### config.mk
export PLATFORM = sky130hd
export DESIGN_NAME = weight_fetch_flat
export DESIGN_NICKNAME = d
export VERILOG_FILES = /design/src/verilog/wbuf_types_pkg.sv /design/src/verilog/wbuf_ctrl_pkg.sv /design/src/verilog/wmem_if.sv /design/src/verilog/weight_fetch.sv /design/src/flat_wrapper.sv
export SDC_FILE = /design/constraint.sdc
export NUM_CORES = 1
export LEC_CHECK = 0
export BUFFER_PORTS_ARGS = -buffer_cell sky130_fd_sc_hd__buf_2
export CORE_MARGIN = 8
export CORE_UTILIZATION = 55
export CTS_CLUSTER_DIAMETER = 200
export DETAILED_ROUTE_END_ITERATION = 10
export PLACE_DENSITY_LB_ADDON = 0.08
export SYNTH_ARGS = -nofsm -noshare
export SYNTH_HDL_FRONTEND = slang
export SYNTH_SLANG_ARGS = --single-unit
### constraint.sdc
create_clock -name clk -period 6.1 [get_ports clk]
set_input_delay 0.305 -clock clk [delete_from_list [all_inputs] [get_ports clk]]
set_output_delay 0.305 -clock clk [all_outputs]
set_load 0.05 [all_outputs]
### src/verilog/wbuf_types_pkg.sv
package wbuf_types_pkg;

	// ##########################################################
	// Data widths
	// ##########################################################

	// One weight word
	localparam int WEIGHT_W = 16;

	// Lanes per output vector
	localparam int VEC_LANES = 8;
	localparam int VEC_W     = VEC_LANES * WEIGHT_W;

	// Fetch group index from compute side
	localparam int IDX_W = 16;

	// ##########################################################
	// Memory geometry
	// ##########################################################

	localparam int ADDR_W     = 10;
	localparam int WMEM_DEPTH = 1 << ADDR_W;

	typedef logic [WEIGHT_W-1:0] weight_t;

	// Word address, all arithmetic wraps at WMEM_DEPTH
	typedef logic [ADDR_W-1:0] waddr_t;

	// Lane k at bits 16k+15 down to 16k
	typedef logic [VEC_W-1:0] wvec_t;

	typedef logic [IDX_W-1:0] widx_t;

endpackage
### src/verilog/wbuf_ctrl_pkg.sv
package wbuf_ctrl_pkg;

	// ##########################################################
	// Fetch shapes
	// ##########################################################

	// Code 3 reserved, decoded like VEC8
	typedef enum logic [1:0] {
		SHAPE_ROW3 = 2'd0,
		SHAPE_VEC8 = 2'd1,
		SHAPE_DUAL = 2'd2,
		SHAPE_RSVD = 2'd3
	} fetch_shape_e;

	// Reads per group for each shape
	localparam int ROW3_READS = 3;
	localparam int VEC8_READS = 8;
	localparam int DUAL_READS = 16;

	// Read counter, covers up to 16 reads
	typedef logic [3:0] rcnt_t;

	// Word distance to the second vector of a dual fetch
	localparam wbuf_types_pkg::waddr_t DUAL_OFFSET = 10'd200;

	// ##########################################################
	// State machines
	// ##########################################################

	typedef enum logic [1:0] {
		FETCH_IDLE,
		FETCH_ISSUE,
		FETCH_DRAIN
	} fetch_state_e;

	typedef enum logic [1:0] {
		WB_IDLE,
		WB_WAIT,
		WB_ACK
	} wb_state_e;

endpackage

### src/verilog/wmem_if.sv
`timescale 1ns/10ps

interface wmem_if;

	// Request side, driven by the master
	logic                   req;
	logic                   we;
	wbuf_types_pkg::waddr_t addr;
	wbuf_types_pkg::weight_t wdata;

	// Response side, driven by the arbiter
	logic                    gnt;
	logic                    rvalid;
	wbuf_types_pkg::weight_t rdata;

	// Access accepted when req and gnt both high
	modport master (
		output req,
		output we,
		output addr,
		output wdata,
		input  gnt,
		input  rvalid,
		input  rdata
	);

	// rvalid one cycle after an accepted read
	modport arbiter (
		input  req,
		input  we,
		input  addr,
		input  wdata,
		output gnt,
		output rvalid,
		output rdata
	);

endinterface

### src/verilog/weight_fetch.sv
`timescale 1ns/10ps

module weight_fetch (
	input  logic                        clk,
	input  logic                        arst_n,
	input  logic                        start,
	input  wbuf_ctrl_pkg::fetch_shape_e shape,
	input  wbuf_types_pkg::widx_t       index,
	output logic                        busy,
	output logic                        done,
	output wbuf_types_pkg::wvec_t       data1,
	output wbuf_types_pkg::wvec_t       data2,
	wmem_if.master                      mem
);

	wbuf_ctrl_pkg::fetch_state_e state;

	// Decoded group, latched on start
	wbuf_types_pkg::waddr_t shape_base;
	wbuf_ctrl_pkg::rcnt_t   shape_last;
	wbuf_types_pkg::waddr_t base_r;
	wbuf_ctrl_pkg::rcnt_t   last_r;

	// Reads issued and reads returned
	wbuf_ctrl_pkg::rcnt_t issue_cnt;
	wbuf_ctrl_pkg::rcnt_t ret_cnt;

	wbuf_types_pkg::waddr_t second_off;
	logic                   accept;

	// Held off during done so the next start sees busy low first
	assign busy   = (state != wbuf_ctrl_pkg::FETCH_IDLE) || done;
	assign accept = start && !busy;

	// ##########################################################
	// Shape decode
	// ##########################################################

	always_comb
	begin
		shape_base = {index[6:0], 3'b000};
		shape_last = wbuf_ctrl_pkg::rcnt_t'(wbuf_ctrl_pkg::VEC8_READS - 1);
		case (shape)
			// Three words at index times three
			wbuf_ctrl_pkg::SHAPE_ROW3:
			begin
				shape_base = {index[8:0], 1'b0} + index[9:0];
				shape_last = wbuf_ctrl_pkg::rcnt_t'(wbuf_ctrl_pkg::ROW3_READS - 1);
			end
			wbuf_ctrl_pkg::SHAPE_DUAL:
			begin
				shape_last = wbuf_ctrl_pkg::rcnt_t'(wbuf_ctrl_pkg::DUAL_READS - 1);
			end
			// Reserved code falls back to VEC8
			wbuf_ctrl_pkg::SHAPE_VEC8, wbuf_ctrl_pkg::SHAPE_RSVD:
			begin
				shape_last = wbuf_ctrl_pkg::rcnt_t'(wbuf_ctrl_pkg::VEC8_READS - 1);
			end
		endcase
	end

	always_ff @(posedge clk)
	begin
		if (accept)
		begin
			base_r <= shape_base;
			last_r <= shape_last;
		end
	end

	// ##########################################################
	// Issue side
	// ##########################################################

	// Reads 8 to 15 go to the second vector
	assign second_off = issue_cnt[3] ? wbuf_ctrl_pkg::DUAL_OFFSET : '0;

	assign mem.req   = (state == wbuf_ctrl_pkg::FETCH_ISSUE);
	assign mem.we    = 1'b0;
	assign mem.wdata = '0;
	assign mem.addr  = base_r + second_off + {7'd0, issue_cnt[2:0]};

	always_ff @(posedge clk or negedge arst_n)
	begin
		if (!arst_n)
		begin
			state     <= wbuf_ctrl_pkg::FETCH_IDLE;
			issue_cnt <= '0;
			ret_cnt   <= '0;
			done      <= 1'b0;
		end
		else
		begin
			done <= 1'b0;
			if (mem.rvalid)
			begin
				ret_cnt <= ret_cnt + 1'b1;
			end
			case (state)
				wbuf_ctrl_pkg::FETCH_IDLE:
				begin
					if (accept)
					begin
						state     <= wbuf_ctrl_pkg::FETCH_ISSUE;
						issue_cnt <= '0;
						ret_cnt   <= '0;
					end
				end
				// One read per granted cycle
				wbuf_ctrl_pkg::FETCH_ISSUE:
				begin
					if (mem.gnt)
					begin
						issue_cnt <= issue_cnt + 1'b1;
						if (issue_cnt == last_r)
						begin
							state <= wbuf_ctrl_pkg::FETCH_DRAIN;
						end
					end
				end
				// Wait for the last word
				default:
				begin
					if (mem.rvalid && ret_cnt == last_r)
					begin
						state <= wbuf_ctrl_pkg::FETCH_IDLE;
						done  <= 1'b1;
					end
				end
			endcase
		end
	end

	// ##########################################################
	// Return side
	// ##########################################################

	// Word n goes to lane n mod 8, vector by bit 3
	always_ff @(posedge clk or negedge arst_n)
	begin
		if (!arst_n)
		begin
			data1 <= '0;
			data2 <= '0;
		end
		else if (accept)
		begin
			data1 <= '0;
			data2 <= '0;
		end
		else if (mem.rvalid)
		begin
			if (ret_cnt[3])
			begin
				data2[ret_cnt[2:0]*wbuf_types_pkg::WEIGHT_W +: wbuf_types_pkg::WEIGHT_W] <= mem.rdata;
			end
			else
			begin
				data1[ret_cnt[2:0]*wbuf_types_pkg::WEIGHT_W +: wbuf_types_pkg::WEIGHT_W] <= mem.rdata;
			end
		end
	end

endmodule

### src/flat_wrapper.sv
// flat-port wrapper written by rule: the top's interface ports become plain ports
module weight_fetch_flat 
  (clk, arst_n, start, shape, index, busy, done, data1, data2, mem_req, mem_we, mem_addr, mem_wdata, mem_gnt, mem_rvalid, mem_rdata);
  wmem_if mem_i ();
  input  logic clk;
  input  logic arst_n;
  input  logic start;
  input  wbuf_ctrl_pkg::fetch_shape_e shape;
  input  wbuf_types_pkg::widx_t index;
  output logic busy;
  output logic done;
  output wbuf_types_pkg::wvec_t data1;
  output wbuf_types_pkg::wvec_t data2;
  output wire logic [$bits(mem_i.req)-1:0] mem_req;
  output wire logic [$bits(mem_i.we)-1:0] mem_we;
  output wire logic [$bits(mem_i.addr)-1:0] mem_addr;
  output wire logic [$bits(mem_i.wdata)-1:0] mem_wdata;
  input wire logic [$bits(mem_i.gnt)-1:0] mem_gnt;
  input wire logic [$bits(mem_i.rvalid)-1:0] mem_rvalid;
  input wire logic [$bits(mem_i.rdata)-1:0] mem_rdata;
  assign mem_req = mem_i.req;
  assign mem_we = mem_i.we;
  assign mem_addr = mem_i.addr;
  assign mem_wdata = mem_i.wdata;
  assign mem_i.gnt = mem_gnt;
  assign mem_i.rvalid = mem_rvalid;
  assign mem_i.rdata = mem_rdata;
  weight_fetch u_core (.clk(clk), .arst_n(arst_n), .start(start), .shape(shape), .index(index), .busy(busy), .done(done), .data1(data1), .data2(data2), .mem(mem_i));
endmodule
==> flow_metrics.env <==
export IMPL_fin_nets=1648
export IMPL_start_kind="flip-flop"
export IMPL_yosys_area_top_type="dfrtp_1"
export IMPL_cap_violations=0
export IMPL_cts_clk_slew_worst_paths_ns=0.06
export IMPL_r2r_start="u_core.ret_cnt[1]"
export IMPL_cts_tree="built"
export IMPL_drc=0
export IMPL_critPathLaunch="u_core.issue_cnt[0]"
export IMPL_die_width_um=165
export IMPL_dp_cells=1836
export IMPL_worst_path_most_repeated_cell="inv_1"
export IMPL_io_pins=325
export IMPL_grt_max_degree=192
export IMPL_maxSlewHeadroom_pct=19.5
export IMPL_final_hold_violation_count=0
export IMPL_fin_crit_sh_pct=53.6
export IMPL_rsz0062_at_grt="no"
export IMPL_grt_use_total_pct=27.4
export IMPL_portBuffers=301
export IMPL_grt_first_pass_wirelength_mm=58.2
export IMPL_synth_edf_count=12
export IMPL_synth_commonest_cells="nand2_1 (435), dfrtp_1 (267), a21oi_1 (236)"
export IMPL_worstPathCellList="ha_1 -> inv_1 -> fa_1 -> inv_1 -> a21oi_1 -> o21ai_0 -> and3_1 -> xor2_1 -> buf_2"
export IMPL_tightest_slew_ns=1.20
export IMPL_initialDrtViolationCount=1001
export IMPL_cellLeakagePower_nw=7.30
export IMPL_fin_crit_ns=3.27
export IMPL_stdcell_count=1887
export IMPL_firstDrtPassIters=7
export IMPL_hold_ws_ns=0.0427
export IMPL_cts_max_path_buffers=3
export IMPL_vdd_drop_max_v=0.000304
export IMPL_die_h_um=165
export IMPL_initial_utilization_pct=56.0
export IMPL_h_tree_depth=1
export IMPL_critPathCaptureType="primary output"
export IMPL_critPathMaxStageDelay_ns=0.45
export IMPL_clock_sinks=279
export IMPL_n_antenna_cell=0
export IMPL_ant_nets=0
export IMPL_synth_most_common_cell="nand2_1"
export IMPL_regToRegSetupSlack_ns=3.21
export IMPL_clk_latency_ns=0.55
export IMPL_setup_tns_ns=0
export IMPL_finClkSkew_ns=0.0179
export IMPL_p_per_area_nw_per_um2=507
export IMPL_cts_resized=0
export IMPL_dieArea_um2=27200
export IMPL_yosysWarningCount=0
export IMPL_max_freq_mhz=306
export IMPL_setup_viol=0
export IMPL_synthArstFlopShare_pct=95.7
export IMPL_total_power_mw=7.41
export IMPL_run_status="finished, final reports clean"
export IMPL_row_count=54
export IMPL_ys_seq_area_share_pct=57.8
export IMPL_avgSynthCellArea_um2=9.05
export IMPL_syn_area_um2=12200
export IMPL_crit_fanout=6
export IMPL_r2r_cells=8
export IMPL_grt_pass1_vias=10200
export IMPL_netlist_instances=1346
export IMPL_wl_mm=38.3
export IMPL_cp_slowest_cell="dfrtp_1"
export IMPL_fill_cells=1822
export IMPL_avgViaCountPerCell=5.58
export IMPL_floorplan_core_area_um2=21800
export IMPL_synth_top_cell_area_share_pct=54.8
export IMPL_clockRootBuffer="clkbuf_16"
export IMPL_synth_main_ff_cell="dfrtp_1"
export IMPL_wl_per_cell_um=20.3
export IMPL_place_ws_ns=3.21
export IMPL_grt_overflow_total=0
export IMPL_fin_util_pct=67.1
export IMPL_setup_slack_ns=2.83
export IMPL_vias=10500
export IMPL_place_area_um2=13700
export IMPL_drive_gt1_share_pct=22.8
export IMPL_ys_types=47
export IMPL_fin_area_um2=14600
export IMPL_place_hpwl_mm=24.6
export IMPL_gp_congestion=0.802
export IMPL_r2r_end="u_core.data2[31]"
export IMPL_numCtsBuffers=29
export IMPL_synth_area_top_cells="dfrtp_1 (55%), nand2_1 (13%), a21oi_1 (9.7%), nand3_1 (4.0%), edfxtp_1 (3.0%)"
export IMPL_worstSetupEndpoint="mem_addr[6]"
export IMPL_synth_seq_cells=279
export IMPL_grt_antenna_before_repair=1
export IMPL_critPathKind="flip-flop to primary output"
export IMPL_hp_class="primary input to flip-flop"
export IMPL_slew_violations=0
export IMPL_crit_arrival_ns=2.96
export IMPL_cp_data_required_time_ns=5.79
export IMPL_syn2layout_area_growth_pct=19.8
critical path, delay by kind of cell, from the launching register on:
kind                       cells  cell delay (ns)
and+or+nand+nor                1             0.24
AOI/OAI and AO/OA              2             0.50
adders and majority gates      2             0.60
DFF                            1             0.45
buffers and inverters          3             0.43
xor gates and xnor gates       1             0.19
timing repair:
| item | 4_1_cts | 5_1_grt |
|---|---|---|
| hold buffers | 1 | 0 |
| setup buffers | 0 | 0 |
| endpoints found under the hold margin | 111 | 0 |
cell usage in the layout (no fill, tap or decap), drive strengths merged, types with 5 or more instances in the layout:
cell type | synthesis | layout
nor2b | 7 | 7
nor2 | 22 | 22
xor2 | 10 | 10
xnor2 | 11 | 11
buf | 65 | 311
edfxtp | 12 | 12
inv | 17 | 19
nand3 | 97 | 97
o21ai | 42 | 42
a21oi | 236 | 236
ha | 19 | 19
nand2b | 5 | 5
clkbuf | 52 | 43
nand2 | 435 | 435
nor3 | 5 | 5
conb | 1 | 17
dfrtp | 267 | 267
per-layer routing:
layer,vias to the layer above,wire [um],GRT usage (%)
met5,-,16,0
met4,2,1180,8.76
met3,78,3640,6.66
met2,449,18200,43.9
met1,5106,15200,36.1
li1,4896,-,-
cell type report:
| class | count | area, um^2 | share of cell area [%] |
|---|---|---|---|
| clock inverters | 7 | 67.6 | 0.463 |
| flip-flops and latches | 279 | 7040 | 48.2 |
| well taps | 280 | 350 | 2.40 |
| clock buffers | 43 | 858 | 5.88 |
| inverters | 17 | 63.8 | 0.437 |
| repair buffers | 312 | 1630 | 11.1 |
| multi-input cells | 949 | 4590 | 31.4 |
worst min-delay path by stage:
stage | endpoint | depth (start not counted) | slack [ns] | from
after detailed placement | u_core.data1[4] | 1 | 0.43 | arst_n
after floorplan | u_core.data1[0] | 0 | 0.009 | arst_n
after global routing | u_core.last_r[3] | 2 | 0.04 | shape[0]
after global placement | u_core.data1[4] | 1 | 0.42 | arst_n
final | u_core.last_r[3] | 2 | 0.04 | shape[0]
after CTS | u_core.last_r[3] | 2 | 0.04 | shape[0]
where the power goes:
group | internal [mW] | switching [mW]
Clock | 1.01 | 0.727
Combinational | 0.655 | 2.55
Sequential | 2.24 | 0.225
Total | 3.91 | 3.50
registers in the layout, indices dropped and copies added (netlist names):
| name | cells |
|---|---|
| u_core.base_r | 10 |
| u_core.issue_cnt | 4 |
| u_core.state | 2 |
| u_core.done | 1 |
| u_core.data1 | 128 |
| u_core.ret_cnt | 4 |
| u_core.last_r | 2 |
| u_core.data2 | 128 |
kinds of logic after synthesis:
group,after synthesis,share of synthesized area (%)
AO/OA/AOI/OAI,295,12.5
XOR/XNOR,21,1.51
adder cells (fa/ha/maj),21,2.28
buffers and inverters,134,5.24
flip-flops,279,57.8
multiplexers,3,0.267
other,1,0.0308
AND/OR/NAND/NOR,592,20.4
No activity file was read; power rests on OpenSTA's default activity.
