[config.mk]
export PLATFORM = sky130hd
export DESIGN_NAME = weight_loader_flat
export DESIGN_NICKNAME = d
export VERILOG_FILES = /design/src/verilog/wbuf_types_pkg.sv /design/src/verilog/wbuf_ctrl_pkg.sv /design/src/verilog/wmem_if.sv /design/src/verilog/weight_loader.sv /design/src/flat_wrapper.sv
export SDC_FILE = /design/constraint.sdc
export NUM_CORES = 1
export LEC_CHECK = 0
export BUFFER_PORTS_ARGS = -buffer_cell sky130_fd_sc_hd__clkbuf_2
export CAP_MARGIN = 10
export CORE_ASPECT_RATIO = 1.25
export CORE_UTILIZATION = 36
export CTS_CLUSTER_DIAMETER = 30
export DETAILED_ROUTE_END_ITERATION = 8
export HOLD_SLACK_MARGIN = 0.12
export PLACE_DENSITY = 0.79
export REMOVE_ABC_BUFFERS = 1
export SLEW_MARGIN = 20
export SYNTH_ARGS = -nofsm -noshare
export SYNTH_HDL_FRONTEND = slang
export SYNTH_SLANG_ARGS = --single-unit
[constraint.sdc]
create_clock -name clk -period 4.2 [get_ports clk]
set_clock_uncertainty 0.2 [all_clocks]
set_input_delay 0.42 -clock clk [delete_from_list [all_inputs] [get_ports clk]]
set_output_delay 0.42 -clock clk [all_outputs]
set_load 0.03 [all_outputs]
[src/verilog/wbuf_types_pkg.sv]
package wbuf_types_pkg;

	// ##########################################################
	// Data widths
	// ##########################################################

	// One weight word
	localparam int WEIGHT_W = 16;

	// Lanes per output vector
	localparam int VEC_LANES = 8;
	localparam int VEC_W     = VEC_LANES * WEIGHT_W;

	// Fetch group index from compute side
	localparam int IDX_W = 16;

	// ##########################################################
	// Memory geometry
	// ##########################################################

	localparam int ADDR_W     = 10;
	localparam int WMEM_DEPTH = 1 << ADDR_W;

	typedef logic [WEIGHT_W-1:0] weight_t;

	// Word address, all arithmetic wraps at WMEM_DEPTH
	typedef logic [ADDR_W-1:0] waddr_t;

	// Lane k at bits 16k+15 down to 16k
	typedef logic [VEC_W-1:0] wvec_t;

	typedef logic [IDX_W-1:0] widx_t;

endpackage
[src/verilog/wbuf_ctrl_pkg.sv]
package wbuf_ctrl_pkg;

	// ##########################################################
	// Fetch shapes
	// ##########################################################

	// Code 3 reserved, decoded like VEC8
	typedef enum logic [1:0] {
		SHAPE_ROW3 = 2'd0,
		SHAPE_VEC8 = 2'd1,
		SHAPE_DUAL = 2'd2,
		SHAPE_RSVD = 2'd3
	} fetch_shape_e;

	// Reads per group for each shape
	localparam int ROW3_READS = 3;
	localparam int VEC8_READS = 8;
	localparam int DUAL_READS = 16;

	// Read counter, covers up to 16 reads
	typedef logic [3:0] rcnt_t;

	// Word distance to the second vector of a dual fetch
	localparam wbuf_types_pkg::waddr_t DUAL_OFFSET = 10'd200;

	// ##########################################################
	// State machines
	// ##########################################################

	typedef enum logic [1:0] {
		FETCH_IDLE,
		FETCH_ISSUE,
		FETCH_DRAIN
	} fetch_state_e;

	typedef enum logic [1:0] {
		WB_IDLE,
		WB_WAIT,
		WB_ACK
	} wb_state_e;

endpackage

[src/verilog/wmem_if.sv]
`timescale 1ns/10ps

interface wmem_if;

	// Request side, driven by the master
	logic                   req;
	logic                   we;
	wbuf_types_pkg::waddr_t addr;
	wbuf_types_pkg::weight_t wdata;

	// Response side, driven by the arbiter
	logic                    gnt;
	logic                    rvalid;
	wbuf_types_pkg::weight_t rdata;

	// Access accepted when req and gnt both high
	modport master (
		output req,
		output we,
		output addr,
		output wdata,
		input  gnt,
		input  rvalid,
		input  rdata
	);

	// rvalid one cycle after an accepted read
	modport arbiter (
		input  req,
		input  we,
		input  addr,
		input  wdata,
		output gnt,
		output rvalid,
		output rdata
	);

endinterface

[src/verilog/weight_loader.sv]
`timescale 1ns/10ps

module weight_loader (
	input  logic                    clk,
	input  logic                    arst_n,
	input  logic                    wb_cyc,
	input  logic                    wb_stb,
	input  logic                    wb_we,
	input  wbuf_types_pkg::waddr_t  wb_adr,
	input  wbuf_types_pkg::weight_t wb_dat_w,
	output wbuf_types_pkg::weight_t wb_dat_r,
	output logic                    wb_ack,
	wmem_if.master                  mem
);

	wbuf_ctrl_pkg::wb_state_e state;

	// Host cycle captured on entry to WAIT
	logic                    we_r;
	wbuf_types_pkg::waddr_t  adr_r;
	wbuf_types_pkg::weight_t dat_r;

	// ##########################################################
	// Host cycle FSM
	// ##########################################################

	always_ff @(posedge clk or negedge arst_n)
	begin
		if (!arst_n)
		begin
			state <= wbuf_ctrl_pkg::WB_IDLE;
		end
		else
		begin
			case (state)
				wbuf_ctrl_pkg::WB_IDLE:
				begin
					if (wb_cyc && wb_stb)
					begin
						state <= wbuf_ctrl_pkg::WB_WAIT;
					end
				end
				// Read data lands in the ack cycle
				wbuf_ctrl_pkg::WB_WAIT:
				begin
					if (mem.gnt)
					begin
						state <= wbuf_ctrl_pkg::WB_ACK;
					end
				end
				// Always back to idle, no new access here
				default:
				begin
					state <= wbuf_ctrl_pkg::WB_IDLE;
				end
			endcase
		end
	end

	always_ff @(posedge clk)
	begin
		if (state == wbuf_ctrl_pkg::WB_IDLE && wb_cyc && wb_stb)
		begin
			we_r  <= wb_we;
			adr_r <= wb_adr;
			dat_r <= wb_dat_w;
		end
	end

	// Memory request held until granted
	assign mem.req   = (state == wbuf_ctrl_pkg::WB_WAIT);
	assign mem.we    = we_r;
	assign mem.addr  = adr_r;
	assign mem.wdata = dat_r;

	// Ack one cycle after grant, together with rvalid on reads
	assign wb_ack   = (state == wbuf_ctrl_pkg::WB_ACK);
	assign wb_dat_r = mem.rvalid ? mem.rdata : '0;

endmodule

[src/flat_wrapper.sv]
// flat-port wrapper written by rule: the top's interface ports become plain ports
module weight_loader_flat 
  (clk, arst_n, wb_cyc, wb_stb, wb_we, wb_adr, wb_dat_w, wb_dat_r, wb_ack, mem_req, mem_we, mem_addr, mem_wdata, mem_gnt, mem_rvalid, mem_rdata);
  wmem_if mem_i ();
  input  logic clk;
  input  logic arst_n;
  input  logic wb_cyc;
  input  logic wb_stb;
  input  logic wb_we;
  input  wbuf_types_pkg::waddr_t wb_adr;
  input  wbuf_types_pkg::weight_t wb_dat_w;
  output wbuf_types_pkg::weight_t wb_dat_r;
  output logic wb_ack;
  output wire logic [$bits(mem_i.req)-1:0] mem_req;
  output wire logic [$bits(mem_i.we)-1:0] mem_we;
  output wire logic [$bits(mem_i.addr)-1:0] mem_addr;
  output wire logic [$bits(mem_i.wdata)-1:0] mem_wdata;
  input wire logic [$bits(mem_i.gnt)-1:0] mem_gnt;
  input wire logic [$bits(mem_i.rvalid)-1:0] mem_rvalid;
  input wire logic [$bits(mem_i.rdata)-1:0] mem_rdata;
  assign mem_req = mem_i.req;
  assign mem_we = mem_i.we;
  assign mem_addr = mem_i.addr;
  assign mem_wdata = mem_i.wdata;
  assign mem_i.gnt = mem_gnt;
  assign mem_i.rvalid = mem_rvalid;
  assign mem_i.rdata = mem_rdata;
  weight_loader u_core (.clk(clk), .arst_n(arst_n), .wb_cyc(wb_cyc), .wb_stb(wb_stb), .wb_we(wb_we), .wb_adr(wb_adr), .wb_dat_w(wb_dat_w), .wb_dat_r(wb_dat_r), .wb_ack(wb_ack), .mem(mem_i));
endmodule
==> flow_summary.json, run 1 <==
{
  "relSlewSlack": 0.4696,
  "die_x_um": 49.43,
  "synthesis.area_um2": 1012,
  "vdd_drop_max_v": 0.0002200,
  "cts_setup_buffers": 0,
  "final_common_cell": "clkbuf_2",
  "start_util": 0.3777,
  "layout_common_cells": "clkbuf_2, dlygate4sd3_1, edfxtp_1, and2_1, clkbuf_4",
  "slew_viol_final": 0,
  "num_vias": 963,
  "worstSetupStartpointType": "register",
  "max_freq_mhz": 502.2,
  "r2r_cells": 2,
  "numCtsBuffers": 5,
  "hpwlAfterDp_mm": 1.985,
  "grt_max_degree": 18,
  "clock-sinks": 29,
  "worstPathMaxFanout": 17,
  "clkSlewWorstSetupHoldPaths_ps": 80,
  "routed_via_density": 4.479,
  "hp-class": "in -> reg",
  "cts_tree": "done",
  "ant_nets": 0,
  "ctsLongestPathBuffers": 2,
  "drt_wl_total_mm": 2.759,
  "die_h_um": 61.29,
  "drtIter0Drc": 25,
  "dpl-instance-area_um2": 1528,
  "post-route-period-util": 0.4741,
  "root_buffer": "clkbuf_4",
  "hold_viol_final": 0,
  "tightest_slew_ps": 791.2,
  "gp_congestion": 0.7029,
  "grtUsageTotal": 0.1836,
  "grt_pass1_wl_mm": 3.774,
  "finalSetupTns_ps": 0,
  "rsz0062_at_grt": "false",
  "ctsResizeCount": 0,
  "yosysWarnings": 0,
  "design_area_um2": 1853,
  "syn2layout_area_growth_pct": 83.07,
  "seq_area_frac_synth": 0.8504,
  "final_util": 0.6914,
  "cts_max_level": 2,
  "rows": 21,
  "path_class": "reg -> reg",
  "holdPathStages": 2,
  "maxCapViolCount": 0,
  "diodes": 0,
  "drc": 0,
  "grt_pass1_vias": 901,
  "drt_first_pass_iters": 4,
  "netlist_instances": 53,
  "grt_overflow_total": 0,
  "endpoint_kind": "register",
  "synth_cell_type_count": 10,
  "dieArea_um2": 3029,
  "port_buffers": 93,
  "wl_per_cell_um": 12.83,
  "final_nets": 230,
  "status": "completed",
  "period_needed_ps": 1991,
  "ctsHoldBuffers": 28,
  "syn_area_per_cell_um2": 19.10,
  "crit_arrival_ps": 1800,
  "clock_latency_ps": 310,
  "drive_gt1_frac": 0.5580,
  "power_density_nw_per_um2": 336.5,
  "top_level_ports": 94,
  "antenna_found_initial": 0,
  "finalSetupViolations": 0,
  "ys_seq_elements": 29,
  "core_um2": 2680,
  "p_leak_nw": 0.8800,
  "worstPathRequired_ps": 4010
}
==> per-stage QoR <==
step	total power, W	std cells	hold slack [ps]	worst slack, ps
floorplan	0.0004132	52	-75.59	1210
global route	0.0006506	215	137.3	2097
detailed placement	0.0004626	180	8.816	2099
CTS	0.0006294	215	133.5	2170
global placement	0.0004597	180	5.671	2187
finish	0.0006235	215	141.6	2209
==> final cells by class <==
| cell class | count | area [um^2] |
|---|---|---|
| clock buffer | 6 | 41.29 |
| clock inverter | 1 | 3.754 |
| fill | 190 | 827.0 |
| multi-input combinational | 23 | 151.4 |
| sequential | 29 | 860.8 |
| tap | 34 | 42.54 |
| timing repair buffer | 122 | 753.2 |
==> cell usage after synthesis (all sizes together) <==
library cell | count | area share
and2b | 1 | 0.0087
nor2b | 1 | 0.0062
o31ai | 1 | 0.0074
and2 | 17 | 0.11
nand2 | 1 | 0.0037
or3b | 1 | 0.0087
dfrtp | 2 | 0.049
nor3 | 1 | 0.0049
edfxtp | 27 | 0.80
buf | 1 | 0.0049
==> worst max-delay path, stage by stage, from the launching register on <==
cell     delay [ps]
dfrtp_1         430
nor3_2          680
buf_4           370
==> sequential cells by signal, indices dropped and copies added, names as in the netlist <==
register and count:
u_core.state 2, u_core.mem.wdata 16, u_core.mem.we 1, u_core.mem.addr 10
==> final timing paths <==
kind                                            to            start  slack [ps]
worst max-delay path            u_core.mem.addr[6]  u_core.state[0]        2210
worst min-delay path               u_core.state[1]          mem_gnt         140
worst max register to register  u_core.mem.addr[6]  u_core.state[0]        2210
worst min register to register     u_core.state[0]  u_core.state[0]         360
max in group asynchronous          u_core.state[0]           arst_n        3500
min in group asynchronous          u_core.state[1]           arst_n         210
==> report_power, final <==
group / switching, W / internal [W] / leakage [nW]
sequential: 0.00000638 / 0.000335 / 0.276
clock: 0.0000869 / 0.0000606 / 0.0258
combinational: 0.0000790 / 0.0000552 / 0.578
total: 0.000172 / 0.000451 / 0.880
==> layer usage <==
layer  vias up  track usage  part of all wire  wire length, um
met5         -            0                 0                0
met4         0       0.1551             0.049              136
met3        14      0.08889              0.13              362
met2        90       0.3327              0.50             1386
met1       413       0.1516              0.32              874
li1        446            -                 -                -
==> cells by family (layout without fill, tap and decap cells) <==
logic type	after synthesis	in the layout	synth area share
buffers and inverters	1	129	0.004940
and+or+nand+nor	22	22	0.1372
DFF	29	29	0.8504
AOI/OAI and AO/OA	1	1	0.007419
Power figures use the tool's default switching activity.
==> run 2: changes to the inputs <==
Settings changed: CORE_UTILIZATION 36 to 32, PLACE_DENSITY 0.79 to 0.74.
Clock period 4.2 ns to 1.6 ns, I/O delays scaled along.
==> flow_summary.json, run 2 (same netlist as run 1, synthesis figures left out) <==
{
  "status": "completed",
  "routed_via_density": 4.244,
  "ctsResizeCount": 0,
  "period_needed_ps": 1513,
  "grt_pass1_vias": 988,
  "rsz0062_at_grt": "false",
  "cts_max_level": 2,
  "maxCapViolCount": 0,
  "layoutNonFillerInstCount": 221,
  "seq_power_share": 0.545,
  "worstPathMaxFanout": 5,
  "die_h_um": 64.88,
  "syn2layout_area_growth_pct": 88.50,
  "relSlewSlack": 0.8475,
  "p_int_w": 0.001196,
  "port_buffers": 93,
  "drt_first_pass_iters": 4,
  "numCtsBuffers": 5,
  "p_clk_frac": 0.232,
  "clkSlewWorstSetupHoldPaths_ps": 90,
  "rows": 22,
  "max_freq_mhz": 661.0,
  "r2r-start": "u_core.state[0]",
  "endpoint_kind": "output pin",
  "nFillCells": 242,
  "gp_congestion": 0.6966,
  "r2r_end": "u_core.mem.we",
  "hpwlAfterDp_mm": 2.008,
  "post-route-period-util": 0.9455,
  "p_leak_nw": 0.9000,
  "place_inst": 182,
  "dieArea_um2": 3394,
  "comb_power_share": 0.223,
  "cts_setup_buffers": 0,
  "die_x_um": 52.31,
  "layout_common_cells": "clkbuf_2, dlygate4sd3_1, edfxtp_1, and2_1, clkbuf_4",
  "r2r_cells": 2,
  "hp-class": "reg -> reg",
  "path_class": "reg -> out",
  "tightest_slew_ps": 226.8,
  "drc": 0,
  "grt_max_degree": 28,
  "core_um2": 2973,
  "critPathLaunch": "u_core.state[0]",
  "wl_per_cell_um": 13.34,
  "vdd_drop_max_v": 0.0005321,
  "p_switching_w": 0.0004500,
  "root_buffer": "clkbuf_4",
  "ctsLongestPathBuffers": 2,
  "worstSetupStartpointType": "register",
  "power_density_nw_per_um2": 862.6,
  "slew_viol_final": 0,
  "num_vias": 938,
  "crit_end": "wb_ack",
  "largest_register_ffs": 16,
  "top_level_ports": 94,
  "final_nets": 234,
  "finalSetupTns_ps": 0,
  "switching_share": 0.2734,
  "clock_latency_ps": 310,
  "drive_gt1_frac": 0.5459,
  "clock-sinks": 29,
  "diodes": 0,
  "start_util": 0.3405,
  "grtUsageTotal": 0.1915,
  "drtIter0Drc": 21,
  "finalSetupViolations": 0,
  "grt_pass1_wl_mm": 4.402,
  "drt_wl_total_mm": 2.949,
  "worstPathRequired_ps": 1240,
  "final_common_cell": "clkbuf_2",
  "crit_arrival_ps": 1150,
  "antenna_found_initial": 0,
  "power_w": 0.001646,
  "cts_tree": "done",
  "timing.hold.ws_ps": 355.0,
  "regToRegSetupSlack_ps": 190,
  "ctsHoldBuffers": 32,
  "hold_viol_final": 0,
  "grt_overflow_total": 0,
  "ant_nets": 0
}
## run 2: changes by cell type in the layout (fill, tap and decap cells not counted), sizes merged
| cell | delta |
|---|---|
| dlygate4sd3 | +4 |
## run 2: worst min path at each step
stage	from	end	slack, ps	cells after the start
final	u_core.state[0]	u_core.state[0]	350	1
after global placement	arst_n	u_core.state[0]	-250	1
after global routing	wb_dat_w[15]	u_core.mem.wdata[15]	350	2
after detailed placement	arst_n	u_core.state[0]	-250	1
after CTS	wb_dat_w[2]	u_core.mem.wdata[2]	350	2
after floorplan	arst_n	u_core.state[0]	-340	0
## run 2: per-stage QoR
stage	setup slack, ps	instance area, um^2	util
floorplan	-1355	1007	-
global placement	239.3	1543	0.5189
detailed placement	198.9	1543	0.5189
CTS	74.28	1908	0.6418
global route	11.54	1908	0.6418
finish	87.17	1908	0.6418
## run 2: critical path, cell delays in order, from the launching register on
cell	delay [ps]
dfrtp_1	430
and2b_2	220
clkbuf_2	190
## run 2: area by class of cell
class	instances	area, um^2	area share
Clock buffer	6	41.29	0.02164
Clock inverter	1	3.754	0.001967
Multi-Input combinational cell	23	151.4	0.07934
Sequential cell	29	860.8	0.4511
Tap cell	36	45.04	0.02361
Timing Repair Buffer	126	805.8	0.4223
## run 2: per-layer routing
| metal | routed length, um | GRT usage |
|---|---|---|
| met5 | 0 | 0 |
| met4 | 49 | 0.1086 |
| met3 | 233 | 0.06573 |
| met2 | 1738 | 0.3687 |
| met1 | 927 | 0.1564 |
## run 2: power by group through the flow
stage               Sequential, W  Combinational [W]  Clock, W
floorplan                0.000986          0.0000984         0
global placement         0.000911           0.000298         0
detailed placement       0.000915           0.000304         0
CTS                      0.000897           0.000367  0.000394
global route             0.000902           0.000391  0.000436
finish                   0.000897           0.000367  0.000382
==> run 3: changes to the inputs <==
Settings changed: PLACE_DENSITY 0.74 to unset, PLACE_DENSITY_LB_ADDON set to 0.08.
==> flow_summary.json, run 3 (same netlist as run 1, synthesis figures left out) <==
{
  "die_h_um": 64.88,
  "status": "completed",
  "r2r_cells": 2,
  "grt_max_degree": 17,
  "final_util": 0.6423,
  "routed_via_density": 4.157,
  "slew_viol_final": 0,
  "largest_register_ffs": 16,
  "grt_util_met2": 0.2975,
  "grtUsageTotal": 0.1679,
  "antenna_found_initial": 0,
  "worstPathMaxFanout": 5,
  "die_x_um": 52.31,
  "clock_latency_ps": 310,
  "grt_pass1_vias": 915,
  "dpl_worst_slack_ps": 228.3,
  "period_needed_ps": 1567,
  "drt_wl_total_mm": 2.631,
  "port_buffers": 93,
  "met1_usage": 0.1582,
  "syn2layout_area_growth_pct": 88.63,
  "path_class": "reg -> out",
  "cts_tree": "done",
  "drc": 0,
  "maxCapViolCount": 0,
  "grt_pass1_wl_mm": 3.919,
  "post-route-period-util": 0.9796,
  "start_util": 0.3405,
  "wl_per_cell_um": 11.80,
  "dieArea_um2": 3394,
  "gp_congestion": 0.7882,
  "final_common_cell": "clkbuf_2",
  "holdPathStages": 2,
  "numCtsBuffers": 5,
  "hold_viol_final": 0,
  "root_buffer": "clkbuf_4",
  "setup_ws_ps": 32.71,
  "grt_overflow_total": 0,
  "rsz0062_at_grt": "false",
  "grtUsageMet3": 0.07042,
  "final_nets": 235,
  "power_density_nw_per_um2": 871.1,
  "crit_arrival_ps": 1210,
  "top_usage_layer": "met2",
  "p_leak_nw": 0.9082,
  "drtIter0Drc": 17,
  "finalSetupViolations": 0,
  "rows": 22,
  "power_w": 0.001663,
  "worstSetupStartpointType": "register",
  "num_vias": 927,
  "ant_nets": 0,
  "hpwlAfterDp_mm": 1.869,
  "tightest_slew_ps": 227.3,
  "top_level_ports": 94,
  "core_um2": 2973,
  "vdd_drop_max_v": 0.0006098,
  "hp-class": "in -> reg",
  "drive_gt1_frac": 0.5561,
  "max_freq_mhz": 638.0,
  "cts_max_level": 2,
  "endpoint_kind": "output pin",
  "diodes": 0,
  "ctsLongestPathBuffers": 2,
  "relSlewSlack": 0.8471,
  "drt_first_pass_iters": 3,
  "clkSlewWorstSetupHoldPaths_ps": 80,
  "clock-sinks": 29,
  "worstPathRequired_ps": 1240,
  "layout_common_cells": "clkbuf_2, dlygate4sd3_1, edfxtp_1, and2_1, clkbuf_4"
}
==> run 3: layer usage <==
| layer | vias up | wire length, um |
|---|---|---|
| met5 | - | 0 |
| met1 | 406 | 970 |
| met3 | 5 | 213 |
| met4 | 0 | 56 |
| li1 | 456 | - |
| met2 | 60 | 1391 |
==> run 3: worst paths after layout <==
kind | start | to | slack (ps)
setup / recovery | u_core.state[0] | mem_req | 30
hold / removal | wb_adr[1] | u_core.mem.addr[1] | 350
setup reg to reg | u_core.state[0] | u_core.mem.wdata[13] | 210
hold reg to reg | u_core.state[1] | u_core.state[0] | 360
max in group asynchronous | arst_n | u_core.state[1] | 580
min in group asynchronous | arst_n | u_core.state[0] | 510
==> run 3: power by group <==
part           total, W  switching (W)  internal (W)
Sequential     0.000897      0.0000168      0.000880
Combinational  0.000361       0.000208      0.000154
Clock          0.000405       0.000238      0.000167
==> run 3: layout make-up <==
| cell class | instances | area (um^2) |
|---|---|---|
| Timing Repair Buffer | 127 | 800.8 |
| Multi-Input combinational cell | 23 | 151.4 |
| Clock buffer | 6 | 41.29 |
| Tap cell | 36 | 45.04 |
| Clock inverter | 2 | 10.01 |
| Fill cell | 235 | 1064 |
| Sequential cell | 29 | 860.8 |
==> run 3: worst max-delay path, cell delays in order, from the launching register on <==
cell	delay (ps)
dfrtp_1	410
nor2b_1	240
clkbuf_2	240
==> run 3: timing repair <==
action,CTS,global route
endpoints found under the setup margin,0,0
buffers inserted,0,0
hold endpoints to repair,31,0
hold buffers,32,0
gates resized for setup,0,0
==> run 3: metrics by stage <==
stage / setup TNS, ps / cells / instance area (um^2) / hold WS, ps
2_1_floorplan: -36580 / 52 / 1007 / -335.6
3_3_place_gp: 0 / 183 / 1538 / -254.3
3_5_place_dp: 0 / 183 / 1538 / -252.6
4_1_cts: 0 / 223 / 1909 / 331.9
5_1_grt: 0 / 223 / 1909 / 326.9
6_report: 0 / 223 / 1909 / 352.0
