File: src/verilog/wbuf_types_pkg.sv
package wbuf_types_pkg;

	// ##########################################################
	// Data widths
	// ##########################################################

	// One weight word
	localparam int WEIGHT_W = 16;

	// Lanes per output vector
	localparam int VEC_LANES = 8;
	localparam int VEC_W     = VEC_LANES * WEIGHT_W;

	// Fetch group index from compute side
	localparam int IDX_W = 16;

	// ##########################################################
	// Memory geometry
	// ##########################################################

	localparam int ADDR_W     = 10;
	localparam int WMEM_DEPTH = 1 << ADDR_W;

	typedef logic [WEIGHT_W-1:0] weight_t;

	// Word address, all arithmetic wraps at WMEM_DEPTH
	typedef logic [ADDR_W-1:0] waddr_t;

	// Lane k at bits 16k+15 down to 16k
	typedef logic [VEC_W-1:0] wvec_t;

	typedef logic [IDX_W-1:0] widx_t;

endpackage
File: src/verilog/wmem_if.sv
`timescale 1ns/10ps

interface wmem_if;

	// Request side, driven by the master
	logic                   req;
	logic                   we;
	wbuf_types_pkg::waddr_t addr;
	wbuf_types_pkg::weight_t wdata;

	// Response side, driven by the arbiter
	logic                    gnt;
	logic                    rvalid;
	wbuf_types_pkg::weight_t rdata;

	// Access accepted when req and gnt both high
	modport master (
		output req,
		output we,
		output addr,
		output wdata,
		input  gnt,
		input  rvalid,
		input  rdata
	);

	// rvalid one cycle after an accepted read
	modport arbiter (
		input  req,
		input  we,
		input  addr,
		input  wdata,
		output gnt,
		output rvalid,
		output rdata
	);

endinterface

File: src/verilog/wmem_arbiter.sv
`timescale 1ns/10ps

module wmem_arbiter (
	input  logic                    clk,
	input  logic                    arst_n,
	wmem_if.arbiter                 ld,
	wmem_if.arbiter                 fe,
	output logic                    mem_en,
	output logic                    mem_we,
	output wbuf_types_pkg::waddr_t  mem_addr,
	output wbuf_types_pkg::weight_t mem_wdata,
	input  wbuf_types_pkg::weight_t mem_rdata
);

	// Round-robin history, high when the loader won last
	logic last_ld;
	logic gnt_ld;
	logic gnt_fe;

	// Owner of the read in flight
	logic rd_ld;
	logic rd_fe;

	// ##########################################################
	// Grant
	// ##########################################################

	// Fetch wins a tie unless it was served last
	assign gnt_fe = fe.req && (!ld.req || last_ld);
	assign gnt_ld = ld.req && !gnt_fe;

	assign ld.gnt = gnt_ld;
	assign fe.gnt = gnt_fe;

	always_ff @(posedge clk or negedge arst_n)
	begin
		if (!arst_n)
		begin
			last_ld <= 1'b1;
		end
		else if (gnt_ld || gnt_fe)
		begin
			last_ld <= gnt_ld;
		end
	end

	// ##########################################################
	// RAM port mux
	// ##########################################################

	assign mem_en    = gnt_ld || gnt_fe;
	assign mem_we    = gnt_fe ? fe.we    : ld.we;
	assign mem_addr  = gnt_fe ? fe.addr  : ld.addr;
	assign mem_wdata = gnt_fe ? fe.wdata : ld.wdata;

	// Remember who owns next cycle's read data
	always_ff @(posedge clk or negedge arst_n)
	begin
		if (!arst_n)
		begin
			rd_ld <= 1'b0;
			rd_fe <= 1'b0;
		end
		else
		begin
			rd_ld <= gnt_ld && !ld.we;
			rd_fe <= gnt_fe && !fe.we;
		end
	end

	assign ld.rvalid = rd_ld;
	assign fe.rvalid = rd_fe;
	// Data shared, qualified by rvalid
	assign ld.rdata  = mem_rdata;
	assign fe.rdata  = mem_rdata;

endmodule

File: src/flat_wrapper.sv
// flat-port wrapper written by rule: the top's interface ports become plain ports
module wmem_arbiter_flat 
  (clk, arst_n, mem_en, mem_we, mem_addr, mem_wdata, mem_rdata, ld_req, ld_we, ld_addr, ld_wdata, ld_gnt, ld_rvalid, ld_rdata, fe_req, fe_we, fe_addr, fe_wdata, fe_gnt, fe_rvalid, fe_rdata);
  wmem_if ld_i ();
  wmem_if fe_i ();
  input  logic clk;
  input  logic arst_n;
  output logic mem_en;
  output logic mem_we;
  output wbuf_types_pkg::waddr_t mem_addr;
  output wbuf_types_pkg::weight_t mem_wdata;
  input  wbuf_types_pkg::weight_t mem_rdata;
  input wire logic [$bits(ld_i.req)-1:0] ld_req;
  input wire logic [$bits(ld_i.we)-1:0] ld_we;
  input wire logic [$bits(ld_i.addr)-1:0] ld_addr;
  input wire logic [$bits(ld_i.wdata)-1:0] ld_wdata;
  output wire logic [$bits(ld_i.gnt)-1:0] ld_gnt;
  output wire logic [$bits(ld_i.rvalid)-1:0] ld_rvalid;
  output wire logic [$bits(ld_i.rdata)-1:0] ld_rdata;
  input wire logic [$bits(fe_i.req)-1:0] fe_req;
  input wire logic [$bits(fe_i.we)-1:0] fe_we;
  input wire logic [$bits(fe_i.addr)-1:0] fe_addr;
  input wire logic [$bits(fe_i.wdata)-1:0] fe_wdata;
  output wire logic [$bits(fe_i.gnt)-1:0] fe_gnt;
  output wire logic [$bits(fe_i.rvalid)-1:0] fe_rvalid;
  output wire logic [$bits(fe_i.rdata)-1:0] fe_rdata;
  assign ld_i.req = ld_req;
  assign ld_i.we = ld_we;
  assign ld_i.addr = ld_addr;
  assign ld_i.wdata = ld_wdata;
  assign ld_gnt = ld_i.gnt;
  assign ld_rvalid = ld_i.rvalid;
  assign ld_rdata = ld_i.rdata;
  assign fe_i.req = fe_req;
  assign fe_i.we = fe_we;
  assign fe_i.addr = fe_addr;
  assign fe_i.wdata = fe_wdata;
  assign fe_gnt = fe_i.gnt;
  assign fe_rvalid = fe_i.rvalid;
  assign fe_rdata = fe_i.rdata;
  wmem_arbiter u_core (.clk(clk), .arst_n(arst_n), .ld(ld_i), .fe(fe_i), .mem_en(mem_en), .mem_we(mem_we), .mem_addr(mem_addr), .mem_wdata(mem_wdata), .mem_rdata(mem_rdata));
endmodule
File: config.mk
export PLATFORM = sky130hd
export DESIGN_NAME = wmem_arbiter_flat
export DESIGN_NICKNAME = d
export VERILOG_FILES = /design/src/verilog/wbuf_types_pkg.sv /design/src/verilog/wmem_if.sv /design/src/verilog/wmem_arbiter.sv /design/src/flat_wrapper.sv
export SDC_FILE = /design/constraint.sdc
export NUM_CORES = 1
export LEC_CHECK = 0
export BUFFER_PORTS_ARGS = -buffer_cell sky130_fd_sc_hd__buf_4
export CAP_MARGIN = 10
export CORE_AREA = 2 2 59 61
export CTS_BUF_LIST = sky130_fd_sc_hd__clkbuf_4 sky130_fd_sc_hd__clkbuf_8
export DETAILED_ROUTE_END_ITERATION = 6
export DIE_AREA = 0 0 61 63
export GPL_TIMING_DRIVEN = 0
export PLACE_DENSITY = 0.76
export SLEW_MARGIN = 20
export SYNTH_ARGS = -nofsm -noshare
export SYNTH_HDL_FRONTEND = slang
export SYNTH_SLANG_ARGS = --single-unit
File: constraint.sdc
create_clock -name clk -period 1.3 [get_ports clk]
set_input_delay 0.13 -clock clk [delete_from_list [all_inputs] [get_ports clk]]
set_output_delay 0.13 -clock clk [all_outputs]
set_load 0.01 [all_outputs]
==> results of run 1 <==
## state kept, by name, indices dropped and copies added (netlist names)
signal	count
u_core.fe.rvalid	1
u_core.last_ld	1
u_core.ld.rvalid	1
## where the power goes
group | switching (uW) | internal (uW)
registers | 3.47 | 106
clock network | 54.5 | 136
logic | 256 | 525
## worst max-delay path, stage by stage (launching register included)
cell	delay, ns
dfstp_2	0.52
nand2b_4	0.13
nand2_4	0.05
buf_8	0.13
buf_12	0.13
mux2_4	0.30
buf_6	0.12
## final cells by class
cell class,count,area (um^2),area share
Tap cell,46,57.56,0.03046
Multi-Input combinational cell,34,387.9,0.2053
Inverter,2,7.507,0.003974
Clock buffer,4,30.03,0.01589
Buffer,34,275.3,0.1457
Timing Repair Buffer,128,1055,0.5583
Sequential cell,3,76.32,0.04040
## metrics by stage
stage                       util  setup WS, ns  setup TNS (ns)
after floorplan                -      -0.08625         -0.6900
after global placement    0.5281       -0.2567          -3.992
after detailed placement  0.5281       -0.2656          -4.033
after CTS                 0.5823       -0.4670          -11.53
after global routing      0.5846       -0.5067          -12.74
final                     0.5846       -0.4615          -11.28
## cells by family (layout without fill, tap and decap cells)
kind of cell           after synthesis  count (layout)
AND/OR/NAND/NOR                      5               5
flip-flops                           3               3
buffers and inverters               37             168
multiplexers                        27              27
AO/OA/AOI/OAI                        2               2
## cell usage after synthesis
cell type  instances
inv_1              2
nand2b_2           1
buf_4             33
buf_6              2
or2_2              1
dfstp_2            1
nand2_2            1
mux2_2            19
a21boi_0           1
nor2_1             1
dfrtp_1            2
o21ai_0            1
mux2_4             8
nor2b_1            1
## per-layer routing
layer / wire, um / share of wire / track usage / up-vias
li1: - / - / - / 477
met4: 38 / 0.013 / 0.04076 / 0
met2: 1777 / 0.59 / 0.2863 / 54
met3: 200 / 0.067 / 0.01656 / 6
met5: 0 / 0 / 0 / -
met1: 972 / 0.33 / 0.1522 / 431
## how the worst min path moves through the flow
stage | from | endpoint
4_1_cts | ld_we | u_core.ld.rvalid
2_1_floorplan | arst_n | u_core.fe.rvalid
6_report | ld_we | u_core.ld.rvalid
3_5_place_dp | arst_n | u_core.fe.rvalid
5_1_grt | ld_we | u_core.ld.rvalid
3_3_place_gp | arst_n | u_core.fe.rvalid
## timing repair
item | in CTS | in global routing
pin swaps | 1 | 1
resized for setup | 24 | 1
hold buffers | 1 | 0
cloned | 1 | 0
setup buffers | 4 | 1
endpoints found under the hold margin | 3 | 0
endpoints found under the setup margin | 28 | 29
==> flow_metrics.env, run 1 <==
export IMPL_synth_xor_area_frac=0
export IMPL_rr_startpoint="u_core.last_ld"
export IMPL_wl_um=2988
export IMPL_synth_area_top_cells="buf_4 (34%), mux2_2 (29%), mux2_4 (16%)"
export IMPL_ant_nets=0
export IMPL_grt_pass1_wl_um=4257
export IMPL_cts_sinks=3
export IMPL_fill_cells=307
export IMPL_numCtsBuffers=3
export IMPL_clockBufferDepth=2
export IMPL_synth_area_leader_cell="buf_4"
export IMPL_crit_end="mem_addr[2]"
export IMPL_ir_drop_mv=0.1991
export IMPL_fin_hold_ws_ns=0.05348
export IMPL_worstSetupEndpointType="output pin"
export IMPL_crit_path_start_kind="flop"
export IMPL_maxCapViolations=0
export IMPL_clk_latency_ns=0.24
export IMPL_ys_seq_area_frac=0.1043
export IMPL_avgRoutedWirePerCell_um=11.90
export IMPL_final_common_cell="buf_4"
export IMPL_hold_depth=2
export IMPL_overflow=0
export IMPL_r2r_end="u_core.fe.rvalid"
export IMPL_synth_compound_area_frac=0.01709
export IMPL_die_h_um=63
export IMPL_yosys_warnings=0
export IMPL_synth_cell_types=14
export IMPL_synth_top_area_frac=0.3385
export IMPL_boundaryPins=138
export IMPL_hold_class="in -> reg"
export IMPL_post_route_period_util=1.355
export IMPL_synthAdderAreaFrac=0
export IMPL_slew_headroom=0.8897
export IMPL_placed_cells=241
export IMPL_antenna_found_initial=0
export IMPL_crit_path_start="u_core.last_ld"
export IMPL_chipWidth_um=61
export IMPL_core_area_um2=3232
export IMPL_synth_avg_cell_area_um2=9.891
export IMPL_rsz0062_at_grt="true"
export IMPL_via_per_inst=3.857
export IMPL_cp_required_ns=1.17
export IMPL_cts_tree="done"
export IMPL_hpwl_um=2440
export IMPL_total_power_uw=1081
export IMPL_drt_initial_drc_count=28
export IMPL_synth_area_mux_share=0.4564
export IMPL_synth_top_family_by_area="multiplexers"
export IMPL_grt_pass1_vias=957
export IMPL_synth_seq_cells=3
export IMPL_crit_arrival_ns=1.63
export IMPL_p_leak_uw=0.001053
export IMPL_synthSimpleGateAreaFrac=0.04274
export IMPL_diodes=0
export IMPL_layout_drive_gt1_share=0.9610
export IMPL_numPortBuffers=121
export IMPL_stdcell_count=251
export IMPL_failed_checks="negative setup slack"
export IMPL_final_setup_worst_slack_ns=-0.4615
export IMPL_syn2layout_area_growth_pct=158.1
export IMPL_rows=21
export IMPL_grt_max_degree=11
export IMPL_synth_cells=74
export IMPL_fin_skew_ns=0.0003995
export IMPL_track_usage=0.1456
export IMPL_reg2reg_slack_ns=0.18
export IMPL_drc_errors=0
export IMPL_fin_nets=280
export IMPL_final_cell_mix="buf_4 (139), mux2_2 (19), buf_6 (19)"
export IMPL_max_freq_mhz=567.7
export IMPL_fin_crit_ns=1.761
export IMPL_finalInstanceArea_um2=1889
export IMPL_place_area_um2=1707
export IMPL_powerDensity_nw_per_um2=572.2
export IMPL_worstPathMaxFanout=5
export IMPL_synth_fp_nets=148
export IMPL_dieArea_um2=3843
export IMPL_r2r_cells=5
export IMPL_synth_area_um2=732.0
export IMPL_worstMarginPinSlew_ns=0.1652
export IMPL_hold_violations=0
export IMPL_final_setup_viol_count=28
export IMPL_vias=968
export IMPL_path_class="reg -> out"
export IMPL_cts_root_buf="clkbuf_4"
export IMPL_place_congestion=0.7285
export IMPL_start_util=0.2265
export IMPL_h_tree_depth=1
export IMPL_status="complete, but fails checks"
export IMPL_clk_pin_slew_worst_paths_ns=0.04
export IMPL_drt_pass1_iterations=2
export IMPL_slew_viol_final=0
Power figures use the tool's default switching activity.
==> run 2, diff against run 1 <==
Settings changed: CTS_CLUSTER_SIZE from default to 10, PLACE_DENSITY 0.76 to 0.73.
==> flow_metrics.env, run 2 (synthesized netlist as in run 1, its figures left out) <==
export IMPL_placed_cells=241
export IMPL_slew_headroom=0.8620
export IMPL_fill_cells=284
export IMPL_stdcell_count=249
export IMPL_hold_depth=2
export IMPL_holdPathEnd="u_core.fe.rvalid"
export IMPL_dr_wl_met2_um=1807
export IMPL_clkPwrFrac=0.170
export IMPL_avgRoutedWirePerCell_um=11.98
export IMPL_slew_viol_final=0
export IMPL_top_layer_used="met4"
export IMPL_worstMarginPinSlew_ns=0.2051
export IMPL_dieArea_um2=3843
export IMPL_p_leak_uw=0.001048
export IMPL_rows=21
export IMPL_chipWidth_um=61
export IMPL_die_h_um=63
export IMPL_via_per_inst=3.859
export IMPL_regArea_um2=76.32
export IMPL_ant_nets=0
export IMPL_switching_share=0.2853
export IMPL_overflow=0
export IMPL_worstPathMaxFanout=5
export IMPL_place_congestion=0.7152
export IMPL_ir_drop_mv=0.1916
export IMPL_internal_power_uw=765.3
export IMPL_clockBufferDepth=2
export IMPL_powerDensity_nw_per_um2=566.8
export IMPL_reg2reg_slack_ns=0.16
export IMPL_layout_drive_gt1_share=0.9606
export IMPL_drt_initial_drc_count=18
export IMPL_crit_arrival_ns=1.62
export IMPL_drt_met1_wl_um=970
export IMPL_syn2layout_area_growth_pct=158.1
export IMPL_numCtsBuffers=3
export IMPL_final_setup_viol_count=28
export IMPL_antenna_found_initial=0
export IMPL_place_area_um2=1707
export IMPL_cts_root_buf="clkbuf_4"
export IMPL_clk_latency_ns=0.23
export IMPL_start_util=0.2265
export IMPL_hold_class="in -> reg"
export IMPL_vias=961
export IMPL_fin_crit_ns=1.749
export IMPL_cp_required_ns=1.17
export IMPL_clk_pin_slew_worst_paths_ns=0.04
export IMPL_r2r_cells=5
export IMPL_final_setup_worst_slack_ns=-0.4495
export IMPL_max_freq_mhz=571.6
export IMPL_wl_um=2983
export IMPL_multiInputGateArea_um2=387.9
export IMPL_cts_tree="done"
export IMPL_p_sw_uw=305.5
export IMPL_core_area_um2=3232
export IMPL_post_route_period_util=1.346
export IMPL_p_comb_frac=0.727
export IMPL_r2r_end="u_core.fe.rvalid"
export IMPL_grt_pass1_vias=1049
export IMPL_maxCapViolations=0
export IMPL_finalInstanceArea_um2=1889
export IMPL_cts_sinks=3
export IMPL_final_common_cell="buf_4"
export IMPL_grt_max_degree=11
export IMPL_diodes=0
export IMPL_status="complete, but fails checks"
export IMPL_crit_path_start_kind="flop"
export IMPL_final_cell_mix="buf_4 (136), mux2_2 (19), buf_6 (19)"
export IMPL_hold_violations=0
export IMPL_numPortBuffers=121
export IMPL_worstSetupEndpointType="output pin"
export IMPL_boundaryPins=138
export IMPL_drt_pass1_iterations=4
export IMPL_fin_skew_ns=0.0002467
export IMPL_failed_checks="negative setup slack"
export IMPL_hpwl_um=2524
export IMPL_dr_wl_met3_um=180
export IMPL_track_usage=0.1476
export IMPL_drc_errors=0
export IMPL_rsz0062_at_grt="true"
export IMPL_rr_startpoint="u_core.last_ld"
export IMPL_path_class="reg -> out"
export IMPL_h_tree_depth=1
export IMPL_grt_pass1_wl_um=4367
export IMPL_fin_nets=278
export IMPL_hold_start="fe_we"
export IMPL_pwr_share_seq=0.103
run 2: power groups by stage:
| stage | Sequential, uW | Combinational [uW] | Clock (uW) |
|---|---|---|---|
| after floorplan | 112 | 325 | 0 |
| after detailed placement | 111 | 688 | 0 |
| after global routing | 111 | 822 | 209 |
| after global placement | 111 | 681 | 0 |
| after CTS | 110 | 776 | 191 |
| final | 110 | 778 | 182 |
run 2: worst max-delay path: stages, from the launching register on:
cell	delay, ns
dfstp_2	0.53
nand2b_4	0.13
nand2_4	0.05
buf_8	0.13
buf_12	0.13
mux2_4	0.30
buf_6	0.12
run 2: routing by layer:
metal	GRT usage	vias to the layer above
li1	-	475
met1	0.1460	434
met2	0.2890	48
met3	0.02484	4
met4	0.05163	0
met5	0	-
run 2: how the worst max path moves through the flow:
stage | startpoint | to | slack (ns) | depth (start not counted)
after CTS | u_core.last_ld | mem_addr[1] | -0.46 | 6
after global routing | u_core.last_ld | mem_addr[3] | -0.51 | 6
final | u_core.last_ld | mem_addr[3] | -0.45 | 6
after global placement | u_core.last_ld | mem_addr[3] | -0.27 | 6
after floorplan | u_core.last_ld | mem_addr[1] | -0.09 | 5
after detailed placement | u_core.last_ld | mem_addr[1] | -0.27 | 6
run 2: timing repair:
action                                  in CTS  in global routing
resized for setup                           24                  1
gates cloned                                 1                  0
hold endpoints to repair                     3                  0
hold buffers                                 1                  0
pin swaps                                    1                  1
setup buffers                                2                  1
endpoints found under the setup margin      28                 28
run 2: cell type report:
| class | count | share of cell area |
|---|---|---|
| repair buffers | 126 | 0.5570 |
| multi-input cells | 34 | 0.2053 |
| plain buffers | 34 | 0.1457 |
| clock buffers | 4 | 0.01589 |
| well taps | 46 | 0.03046 |
| flip-flops and latches | 3 | 0.04040 |
| inverters | 2 | 0.005298 |
run 2: stage by stage:
step | setup slack, ns | hold slack (ns) | TNS [ns] | utilization | power, uW
after global placement | -0.2698 | -0.07839 | -4.036 | 0.5281 | 791.8
after floorplan | -0.08625 | -0.1656 | -0.6900 | - | 436.9
final | -0.4495 | 0.06280 | -11.29 | 0.5846 | 1071
after detailed placement | -0.2685 | -0.07833 | -3.977 | 0.5281 | 799.5
after global routing | -0.5075 | 0.04509 | -12.98 | 0.5846 | 1142
after CTS | -0.4647 | 0.04957 | -11.64 | 0.5811 | 1077
==> run 3, diff against run 2 <==
Settings changed: ABC_AREA from default to 1, CORE_AREA 2 2 59 61 to 2 2 60 62, DIE_AREA 0 0 61 63 to 0 0 62 64, PLACE_DENSITY 0.73 to 0.74.
==> flow_metrics.env, run 3 <==
export IMPL_status="complete, but fails checks"
export IMPL_failed_checks="negative setup slack"
export IMPL_grt_max_degree=11
export IMPL_clk_latency_ns=0.23
export IMPL_drt_initial_drc_count=20
export IMPL_fill_cells=304
export IMPL_worstMarginPinSlew_ns=0.1783
export IMPL_synth_area_top_cells="buf_4 (29%), nand2_1 (26%), nand3_1 (15%)"
export IMPL_h_tree_depth=1
export IMPL_die_h_um=64
export IMPL_grt_pass1_wl_um=4602
export IMPL_post_route_period_util=1.177
export IMPL_antenna_found_initial=0
export IMPL_wl_um=3560
export IMPL_overflow=0
export IMPL_synth_avg_cell_area_um2=6.046
export IMPL_ys_flop_type="dfrtp_1"
export IMPL_cp_slowest_stage_delay_ns=0.52
export IMPL_hold_class="in -> reg"
export IMPL_synth_area_leader_cell="buf_4"
export IMPL_synth_edf_count=0
export IMPL_start_util=0.2522
export IMPL_synthMostInstantiatedCell="nand2_1"
export IMPL_ys_seq_area_frac=0.09215
export IMPL_path_buf_inv=4
export IMPL_max_freq_mhz=653.5
export IMPL_r2r_end="u_core.fe.rvalid"
export IMPL_cts_sinks=3
export IMPL_fin_skew_ns=0.0006185
export IMPL_place_congestion=0.7155
export IMPL_fin_hold_ws_ns=0.06096
export IMPL_synth_area_um2=828.3
export IMPL_final_cell_mix="buf_4 (133), nand2_1 (38), buf_6 (25)"
export IMPL_final_setup_worst_slack_ns=-0.2301
export IMPL_hold_start="fe_we"
export IMPL_critPathSlowestCell="dfstp_2"
export IMPL_total_power_uw=1242
export IMPL_cp_required_ns=1.17
export IMPL_hold_depth=2
export IMPL_pre_cts_slack_ns=-0.01099
export IMPL_synth_cells=137
export IMPL_multiInputGateArea_um2=536.8
export IMPL_worstSetupEndpointType="output pin"
export IMPL_placed_cells=304
export IMPL_crit_chain="inv_2 > nand2_4 > buf_8 > clkbuf_16 > nand3_1 > nand2_1 > buf_6"
export IMPL_path_class="reg -> out"
export IMPL_cts_root_buf="clkbuf_4"
export IMPL_p_leak_uw=0.001248
export IMPL_ir_drop_mv=0.3704
export IMPL_synth_seq_cells=3
export IMPL_clockBufferDepth=2
export IMPL_layout_drive_gt1_share=0.7918
export IMPL_maxCapViolations=0
export IMPL_powerDensity_nw_per_um2=570.9
export IMPL_core_area_um2=3284
export IMPL_rr_startpoint="u_core.last_ld"
export IMPL_boundaryPins=138
export IMPL_reg2reg_slack_ns=0.17
export IMPL_synth_top_area_frac=0.2900
export IMPL_postSynth_asyncResetShare=1.000
export IMPL_final_setup_viol_count=29
export IMPL_slew_viol_final=0
export IMPL_yosys_top_cells_count="nand2_1 (57), buf_4 (32), nand3_1 (25)"
export IMPL_synth_fp_nets=211
export IMPL_regArea_um2=76.32
export IMPL_diodes=0
export IMPL_cts_tree="done"
export IMPL_track_usage=0.1491
export IMPL_yosys_warnings=0
export IMPL_ant_nets=0
export IMPL_rsz0062_at_grt="true"
export IMPL_clk_pin_slew_worst_paths_ns=0.04
export IMPL_hold_violations=0
export IMPL_syn2layout_area_growth_pct=162.5
export IMPL_crit_path_start_kind="flop"
export IMPL_holdPathEnd="u_core.fe.rvalid"
export IMPL_chipWidth_um=62
export IMPL_grt_pass1_vias=1158
export IMPL_via_per_inst=4.210
export IMPL_synth_cell_types=15
export IMPL_dieArea_um2=3968
export IMPL_numCtsBuffers=3
export IMPL_drt_pass1_iterations=2
export IMPL_slew_headroom=0.8811
export IMPL_rows=21
export IMPL_fin_nets=344
export IMPL_critPathTopFamily="flip-flops"
export IMPL_drc_errors=0
export IMPL_r2r_cells=6
export IMPL_fin_crit_ns=1.530
export IMPL_crit_arrival_ns=1.40
export IMPL_vias=1326
export IMPL_worstPathMaxFanout=5
export IMPL_final_common_cell="buf_4"
export IMPL_avgRoutedWirePerCell_um=11.30
export IMPL_hpwl_um=2660
export IMPL_numPortBuffers=121
export IMPL_stdcell_count=315
-- run 3: what timing repair did --
item,4_1_cts,5_1_grt
endpoints found under the hold margin,3,0
hold buffers,1,0
resized for setup,13,51
setup buffers,2,1
setup endpoints to repair,29,29
pin swaps,10,27
cloned,1,2
-- run 3: cells by family (layout without fill, tap and decap cells) --
group | after synthesis | after routing | synth area share
compound gates | 2 | 2 | 0.01207
buf+inv | 46 | 178 | 0.4501
flops | 3 | 3 | 0.09215
simple gates | 86 | 86 | 0.4456
-- run 3: report_power, final --
group	total (uW)	internal, uW	switching, uW
clock network	183	136	47.3
registers	110	106	3.91
logic	949	570	379
total	1240	811	430
-- run 3: layout make-up --
cell class / count / share of cell area
timing repair buffer: 128 / 0.5029
multi-input combinational: 88 / 0.2468
buffer: 41 / 0.1663
sequential: 3 / 0.03510
tap: 46 / 0.02647
clock buffer: 4 / 0.01381
inverter: 5 / 0.008631
-- run 3: metal layers --
layer / up-vias / routed length, um / GRT usage
li1: 659 / - / -
met1: 591 / 1116 / 0.1537
met2: 76 / 2016 / 0.2826
met3: 0 / 427 / 0.02834
met4: 0 / 0 / 0.05053
met5: - / 0 / 0
-- run 3: stage by stage --
stage	cell area (um^2)	setup TNS, ns	util
after floorplan	828.3	0	-
after global placement	1794	0	0.5463
after detailed placement	1794	-0.01553	0.5463
after CTS	1921	-5.514	0.5848
after global routing	2175	-7.691	0.6621
final	2175	-5.973	0.6621
-- run 3: how the worst max path moves through the flow --
stage / end / slack [ns] / cells after the start / start
floorplan: mem_wdata[12] / 0.16 / 6 / u_core.last_ld
global route: mem_we / -0.29 / 7 / u_core.last_ld
detailed placement: mem_addr[1] / -0.01 / 7 / u_core.last_ld
global placement: mem_addr[7] / 0.001 / 7 / u_core.last_ld
finish: mem_addr[2] / -0.23 / 7 / u_core.last_ld
CTS: mem_addr[7] / -0.22 / 7 / u_core.last_ld
